--- src/verilog/flow_pkg.sv ---
package flow_pkg;

	// Queue slots, also the decoder's starting credit count
	localparam int queue_depth = 4;

	localparam int ptr_w = 2;

	// Must be able to hold queue_depth itself
	localparam int credit_w = 3;

endpackage

--- src/verilog/isa_pkg.sv ---
package isa_pkg;

	localparam int data_w = 32;
	localparam int reg_count = 16;
	localparam int reg_idx_w = 4;
	localparam int imm_w = 19;
	localparam int opcode_w = 5;
	localparam int sh_w = 5;        // Shift amount bits used by rotates

	// Instruction field positions
	localparam int opcode_lsb = 27;
	localparam int ra_lsb = 23;
	localparam int rb_lsb = 19;
	localparam int rc_lsb = 15;

	typedef enum logic [opcode_w-1:0] {
		op_add  = 5'b00101,
		op_sub  = 5'b00110,
		op_and  = 5'b00111,
		op_or   = 5'b01000,
		op_shr  = 5'b01001,
		op_shl  = 5'b01010,
		op_ror  = 5'b01011,
		op_rol  = 5'b01100,
		op_addi = 5'b01101,
		op_andi = 5'b01110,
		op_ori  = 5'b01111,
		op_mul  = 5'b10000,
		op_neg  = 5'b10010,
		op_not  = 5'b10011
	} opcode_t;

	typedef struct packed {
		opcode_t opcode;
		logic [reg_idx_w-1:0] dest;     // ra
		logic [reg_idx_w-1:0] src_a;    // rb
		logic [reg_idx_w-1:0] src_b;    // rc
		logic is_imm;
		logic [data_w-1:0] imm;         // Already sign-extended
	} decoded_op_t;

endpackage
--- src/verilog/datapath_top.sv ---
`timescale 1ns/1ps

module datapath_top import isa_pkg::*; (
	input  logic clk,
	input  logic reset,
	input  logic in_valid,
	input  logic [data_w-1:0] in_instr,
	input  logic res_ready,
	output logic in_ready,
	output logic res_valid,
	output logic [reg_idx_w-1:0] res_dest,
	output logic [2*data_w-1:0] res_z
);

	logic push;
	decoded_op_t push_op;
	logic credit_return;
	logic head_valid;
	decoded_op_t head_op;
	logic pop;

	op_decoder op_decoder_inst (
		.clk(clk),
		.reset(reset),
		.in_valid(in_valid),
		.in_instr(in_instr),
		.credit_return(credit_return),
		.in_ready(in_ready),
		.push(push),
		.push_op(push_op)
	);

	op_queue op_queue_inst (
		.clk(clk),
		.reset(reset),
		.push(push),
		.push_op(push_op),
		.pop(pop),
		.head_valid(head_valid),
		.head_op(head_op),
		.credit_return(credit_return)
	);

	execute_unit execute_unit_inst (
		.clk(clk),
		.reset(reset),
		.head_valid(head_valid),
		.head_op(head_op),
		.res_ready(res_ready),
		.pop(pop),
		.res_valid(res_valid),
		.res_dest(res_dest),
		.res_z(res_z)
	);

endmodule

--- src/verilog/execute_unit.sv ---
`timescale 1ns/1ps

module execute_unit import isa_pkg::*; (
	input  logic clk,
	input  logic reset,
	input  logic head_valid,
	input  decoded_op_t head_op,
	input  logic res_ready,
	output logic pop,
	output logic res_valid,
	output logic [reg_idx_w-1:0] res_dest,
	output logic [2*data_w-1:0] res_z
);

	logic [data_w-1:0] rd_a;
	logic [data_w-1:0] rd_b;
	logic [data_w-1:0] operand_b;
	logic [2*data_w-1:0] alu_z;
	logic is_mul;
	logic [data_w-1:0] hi;
	logic [data_w-1:0] lo;
	logic [data_w-1:0] z_lo;
	logic res_mul;

	// Slot free now or emptied at this edge
	assign pop = head_valid & (~res_valid | res_ready);
	assign is_mul = (head_op.opcode == op_mul);
	assign operand_b = head_op.is_imm ? head_op.imm : rd_b;

	register_file register_file_inst (
		.clk(clk),
		.reset(reset),
		.rd_a_idx(head_op.src_a),
		.rd_b_idx(head_op.src_b),
		.wr_en(pop & ~is_mul),
		.wr_idx(head_op.dest),
		.wr_data(alu_z[data_w-1:0]),
		.rd_a(rd_a),
		.rd_b(rd_b)
	);

	alu alu_inst (
		.op(head_op.opcode),
		.a(rd_a),
		.b(operand_b),
		.z(alu_z)
	);

	always_ff @(posedge clk) begin
		if (reset) begin
			res_valid <= 1'b0;
			hi <= '0;
			lo <= '0;
		end else begin
			if (pop)
				res_valid <= 1'b1;
			else if (res_ready)
				res_valid <= 1'b0;
			if (pop && is_mul)
				{hi, lo} <= alu_z;
		end
	end

	always_ff @(posedge clk) begin
		if (pop) begin
			res_dest <= head_op.dest;
			res_mul <= is_mul;
			z_lo <= alu_z[data_w-1:0];
		end
	end

	// For mul the Z pair is HI:LO, written at the same edge
	assign res_z = res_mul ? {hi, lo} : {{data_w{1'b0}}, z_lo};

endmodule

--- src/verilog/op_queue.sv ---
`timescale 1ns/1ps

module op_queue import isa_pkg::*, flow_pkg::*; #(
	parameter int depth = queue_depth
) (
	input  logic clk,
	input  logic reset,
	input  logic push,
	input  decoded_op_t push_op,
	input  logic pop,
	output logic head_valid,
	output decoded_op_t head_op,
	output logic credit_return
);

	decoded_op_t slots [depth];
	logic [ptr_w-1:0] wr_ptr;
	logic [ptr_w-1:0] rd_ptr;
	logic [credit_w-1:0] count;
	logic do_pop;

	assign head_valid = (count != '0);
	assign head_op = slots[rd_ptr];
	assign do_pop = pop & head_valid;
	assign credit_return = do_pop;      // Each pop frees a slot and returns its credit

	// Decoder credits keep a slot free for every push
	always_ff @(posedge clk) begin
		if (push)
			slots[wr_ptr] <= push_op;
	end

	always_ff @(posedge clk) begin
		if (reset) begin
			wr_ptr <= '0;
			rd_ptr <= '0;
			count <= '0;
		end else begin
			if (push)
				wr_ptr <= (wr_ptr == ptr_w'(depth - 1)) ? '0 : wr_ptr + 1'b1;
			if (do_pop)
				rd_ptr <= (rd_ptr == ptr_w'(depth - 1)) ? '0 : rd_ptr + 1'b1;
			case ({push, do_pop})
				2'b10: count <= count + 1'b1;
				2'b01: count <= count - 1'b1;
				default: count <= count;
			endcase
		end
	end

endmodule

--- src/verilog/op_decoder.sv ---
`timescale 1ns/1ps

module op_decoder import isa_pkg::*, flow_pkg::*; (
	input  logic clk,
	input  logic reset,
	input  logic in_valid,
	input  logic [data_w-1:0] in_instr,
	input  logic credit_return,
	output logic in_ready,
	output logic push,
	output decoded_op_t push_op
);

	logic [credit_w-1:0] credits;
	opcode_t opcode;
	logic legal;
	logic spend;

	assign opcode = opcode_t'(in_instr[opcode_lsb +: opcode_w]);
	assign in_ready = (credits != '0);

	always_comb begin
		case (opcode)
			op_add, op_sub, op_and, op_or,
			op_shr, op_shl, op_ror, op_rol,
			op_addi, op_andi, op_ori,
			op_mul, op_neg, op_not: legal = 1'b1;
			default: legal = 1'b0;     // Divide and unused codes end here
		endcase
	end

	assign spend = in_valid & in_ready & legal;

	always_ff @(posedge clk) begin
		if (reset) begin
			credits <= credit_w'(queue_depth);
			push <= 1'b0;
		end else begin
			push <= spend;
			case ({spend, credit_return})
				2'b10: credits <= credits - 1'b1;
				2'b01: credits <= credits + 1'b1;
				default: credits <= credits;
			endcase
		end
	end

	always_ff @(posedge clk) begin
		if (spend) begin
			push_op.opcode <= opcode;
			push_op.dest <= in_instr[ra_lsb +: reg_idx_w];
			push_op.src_a <= in_instr[rb_lsb +: reg_idx_w];
			push_op.src_b <= in_instr[rc_lsb +: reg_idx_w];
			push_op.is_imm <= (opcode == op_addi) || (opcode == op_andi) || (opcode == op_ori);
			push_op.imm <= {{(data_w-imm_w){in_instr[imm_w-1]}}, in_instr[imm_w-1:0]};
		end
	end

endmodule

--- src/verilog/alu.sv ---
`timescale 1ns/1ps

module alu import isa_pkg::*; (
	input  opcode_t op,
	input  logic [data_w-1:0] a,
	input  logic [data_w-1:0] b,
	output logic [2*data_w-1:0] z
);

	logic [data_w-1:0] result;
	logic [2*data_w-1:0] doubled;
	logic [2*data_w-1:0] product;
	logic [sh_w-1:0] amount;
	logic too_far;

	assign amount = b[sh_w-1:0];
	assign too_far = |b[data_w-1:sh_w];    // Shift of 32 or more
	assign doubled = {a, a};
	assign product = {{data_w{1'b0}}, a} * {{data_w{1'b0}}, b};

	always_comb begin
		result = '0;
		case (op)
			op_add, op_addi: result = a + b;
			op_sub: result = a - b;
			op_and, op_andi: result = a & b;
			op_or, op_ori: result = a | b;
			op_shr: result = too_far ? '0 : a >> amount;
			op_shl: result = too_far ? '0 : a << amount;
			op_ror: begin
				result = data_w'(doubled >> amount);
			end
			op_rol: begin
				// Upper copy after shifting left carries the wrapped bits
				result = doubled[2*data_w-1-amount -: data_w];
			end
			op_neg: result = -a;
			op_not: result = ~a;
			default: result = '0;
		endcase
	end

	always_comb begin
		if (op == op_mul)
			z = product;
		else
			z = {{data_w{1'b0}}, result};
	end

endmodule

--- src/verilog/register_file.sv ---
`timescale 1ns/1ps

module register_file import isa_pkg::*; (
	input  logic clk,
	input  logic reset,
	input  logic [reg_idx_w-1:0] rd_a_idx,
	input  logic [reg_idx_w-1:0] rd_b_idx,
	input  logic wr_en,
	input  logic [reg_idx_w-1:0] wr_idx,
	input  logic [data_w-1:0] wr_data,
	output logic [data_w-1:0] rd_a,
	output logic [data_w-1:0] rd_b
);

	logic [data_w-1:0] regs [reg_count];

	assign rd_a = regs[rd_a_idx];
	assign rd_b = regs[rd_b_idx];

	always_ff @(posedge clk) begin
		if (reset) begin
			for (int i = 0; i < reg_count; i++)
				regs[i] <= '0;
		end else if (wr_en) begin
			regs[wr_idx] <= wr_data;
		end
	end

endmodule

--- config.mk ---
export PLATFORM = sky130hd
export DESIGN_NAME = datapath_top
export DESIGN_NICKNAME = d
export VERILOG_FILES = /design/src/verilog/flow_pkg.sv /design/src/verilog/isa_pkg.sv /design/src/verilog/datapath_top.sv /design/src/verilog/execute_unit.sv /design/src/verilog/op_queue.sv /design/src/verilog/op_decoder.sv /design/src/verilog/alu.sv /design/src/verilog/register_file.sv
export SDC_FILE = /design/constraint.sdc
export NUM_CORES = 2
export LEC_CHECK = 0
export ABC_CLOCK_PERIOD_IN_PS = 13300
export BUFFER_PORTS_ARGS = -buffer_cell sky130_fd_sc_hd__buf_2
export CORE_MARGIN = 1.5
export CORE_UTILIZATION = 36
export CTS_BUF_LIST = sky130_fd_sc_hd__clkbuf_8
export DETAILED_ROUTE_END_ITERATION = 8
export HOLD_SLACK_MARGIN = 0.05
export SLEW_MARGIN = 20
export SYNTH_ARGS = -nofsm -noshare
export SYNTH_HDL_FRONTEND = slang
export SYNTH_HIERARCHICAL = 1
export SYNTH_SLANG_ARGS = --single-unit
--- constraint.sdc ---
create_clock -name clk -period 13.3 [get_ports clk]
set_clock_uncertainty 0.1 [all_clocks]
set_input_delay 1.995 -clock clk [delete_from_list [all_inputs] [get_ports clk]]
set_output_delay 1.995 -clock clk [all_outputs]
set_load 0.05 [all_outputs]
==> qor.yml <==
status:
  status: "finished clean"
floorplanning:
  start_util: 0.362
  dieArea_um2: 234000
  chipHeight_um: 484
  placementRows: 176
  io_pins: 106
  fp.dieW_um: 484
  coreArea_um2: 230000
synthesis:
  ys_types: 99
  synth-seq-cells: 860
  synth_ff_type: "edfxtp_1"
  ys_warn_count: 6
  async_reset_ff_frac: 0
  synth_top_area_frac: 0.282
  postSynthCellCount: 7567
  synth.avg_cell_area_um2: 11.0
  yosys.area_share.xor_xnor: 0.0145
  yosysSeqAreaShare: 0.301
  synth-simple-area-share: 0.159
  synth_compound_area_frac: 0.0643
  synth_area_leaders: "edfxtp_1, fa_1, mux4_2"
  post-synth-top-area-cell: "edfxtp_1"
  synth_edf_count: 782
  syn_nets: 8808
  synth_top_family_by_area: "adder cells"
  synthesis.area_um2: 83200
  synthAdderAreaFrac: 0.262
  yosys-mux-area-fraction: 0.128
clock_tree:
  tritoncts: "built"
  cts_root_buffer: "clkbuf_8"
  cts_setup_buffers: 0
  clk_latency_ns: 0.84
  htreeDepth: 4
  cts_num_sinks: 860
  ctsResizeCount: 0
  numCtsBuffers: 140
  cts.path.max_buffers: 3
  hold_buffers: 0
  clk_pin_slew_ns: 0.06
setup_path:
  critPathRequiredTime_ns: 13.95
  cpMaxStageDelayCell: "mux4_4"
  rr_endpoint: "execute_unit_inst/hi[24]"
  max_stage_delay_ns: 0.94
  cpMostUsedCell: "fa_1"
  endpoint_kind: "flop"
  start_kind: "flop"
  ff2ff_path_depth: 29
  r2r_slack_ns: 0.65
  worstPathArrival_ns: 13.31
  crit_type: "flop to flop"
  crit_end: "execute_unit_inst/hi[24]"
  worstPathMaxFanout: 33
route:
  drt-pass1-iter-count: 6
  drc: 0
  wl_per_cell_um: 27.8
  routed_wl_um: 294000
  via_per_inst: 5.70
  num_vias: 60213
  ant_nets: 0
  drtIter0Drc: 6575
global_route:
  grt_pass1_wl_um: 429000
  antenna_found_initial: 15
  grt_overflow: 0
  grt_max_degree: 116
  grt_util_all_layers: 0.249
  grt_pass1_vias: 63714
layout:
  layout.nets: 8671
  drive_above_1_share: 0.148
  nFillCells: 22346
  area_growth_pct: 7.63
timing:
  fin_setup_tns_ns: 0
  worst_pin_slew_ns: 1.27
  setup_viol: 0
  post-route-period-util: 0.951
  period_minus_slack_ns: 12.65
  clock.fmax_mhz: 79.0
  drv_slew: 0
  slew_headroom: 0.154
  rsz0062_at_grt: "false"
  hold_violations: 0
place:
  place_hpwl_um: 207000
  port_buffers: 105
  place.gp.congestion: 0.987
min_path:
  holdPathStages: 2
  worstHoldStart: "execute_unit_inst/lo[0]"
  hp-class: "flop to flop"
job:
  drv_cap: 0
[metrics by stage]
| stage | cell area (µm²) | setup slack [ns] | hold slack, ns | std cells | util |
|---|---|---|---|---|---|
| 3_5_place_dp | 87000 | 0.688 | 0.360 | 10314 | 0.378 |
| 5_1_grt | 89500 | 0.367 | 0.388 | 10564 | 0.390 |
| 2_1_floorplan | 83200 | 3.06 | 0.344 | 7567 | - |
| 4_1_cts | 89500 | 0.645 | 0.372 | 10562 | 0.389 |
| 6_report | 89600 | 0.646 | 0.369 | 10567 | 0.390 |
| 3_3_place_gp | 86900 | 0.760 | 0.357 | 10313 | 0.378 |
[critical path, delay by kind of cell (launching register included)]
kind | cells | cell delay, ns
buffers and inverters | 4 | 0.90
flip-flops | 1 | 0.69
multiplexers | 5 | 2.50
AO/OA/AOI/OAI | 5 | 1.95
AND/OR/NAND/NOR | 6 | 1.85
adder cells (fa/ha/maj) | 9 | 4.46
[sequential cells by signal, indices dropped and copies added (netlist names), named ones only]
signal                                     cells
op_queue_inst/slots                          200
op_decoder_inst/credits                        3
execute_unit_inst/res_dest                     4
execute_unit_inst/z_lo                        32
op_decoder_inst/push_op                       33
op_queue_inst/wr_ptr                           2
execute_unit_inst/res_valid                    1
op_queue_inst/rd_ptr                           2
execute_unit_inst/hi                          32
execute_unit_inst/res_mul                      1
execute_unit_inst/register_file_inst/regs    512
op_queue_inst/count                            3
execute_unit_inst/lo                          32
op_decoder_inst/push                           1
[how the worst min path moves through the flow]
stage	end	slack, ns
after CTS	execute_unit_inst/lo[0]	0.37
after global routing	execute_unit_inst/hi[11]	0.39
after floorplan	execute_unit_inst/hi[0]	0.34
final	execute_unit_inst/lo[0]	0.37
after detailed placement	execute_unit_inst/hi[27]	0.36
after global placement	execute_unit_inst/lo[18]	0.36
[synth_stat cells, types with 139 or more instances]
cell / number
ha_1: 306
edfxtp_1: 782
mux2i_1: 164
inv_1: 878
fa_1: 899
nor2_1: 274
a22oi_1: 139
mux4_2: 348
and2_1: 1118
clkbuf_1: 447
nand2_1: 618
a21oi_1: 242
nand2b_1: 148
[layout make-up]
class,instances,area [µm²],area share
Antenna cell,5,12.5,0.000140
Clock buffer,150,2060,0.0231
Clock inverter,98,509,0.00569
Inverter,881,3310,0.0369
Multi-Input combinational cell,5219,52500,0.587
Sequential cell,860,25000,0.280
Tap cell,3026,3790,0.0423
Timing Repair Buffer,328,2290,0.0256
[cell usage in the layout, fill, tap and decap left out, types with 16 or more instances in the layout]
cell type,n
a211oi_1,29
o221ai_1,17
nor2b_1,20
and3_1,18
nand4_1,25
xor2_1,65
a22oi_1,139
a21oi_1,241
buf_2,104
ha_1,306
mux2_2,96
mux4_2,344
fa_1,899
nor3_1,44
a31oi_1,18
nand2b_1,148
a221oi_1,24
clkinv_1,33
or2_2,25
nand2_1,588
mux2i_1,164
and2_1,1112
or3_1,18
nor2_1,261
and2_2,38
dfxtp_1,76
buf_4,216
a21o_1,79
o21ai_0,110
clkbuf_8,150
clkinv_2,16
o21bai_1,21
inv_1,917
edfxtp_1,782
nand2_2,31
nand3_1,42
xnor2_1,73
[per-layer routing]
| metal | track usage | vias up | routed length [µm] | part of all wire |
|---|---|---|---|---|
| li1 | - | 25055 | - | - |
| met1 | 0.320 | 31202 | 114000 | 0.39 |
| met2 | 0.395 | 3230 | 133000 | 0.45 |
| met3 | 0.0588 | 724 | 30100 | 0.10 |
| met4 | 0.122 | 2 | 16200 | 0.055 |
| met5 | 0 | - | 7 | 0.000024 |
[logic make-up after synthesis]
kind of cell,after synthesis
simple gates,2448
buf+inv,1488
fa+ha+maj,1205
flops,860
compound gates,815
mux,613
xor+xnor,138
Power is left out: the tool's default activity adds up to more than one toggle a clock period on the data nets, which glitch-free logic cannot reach.
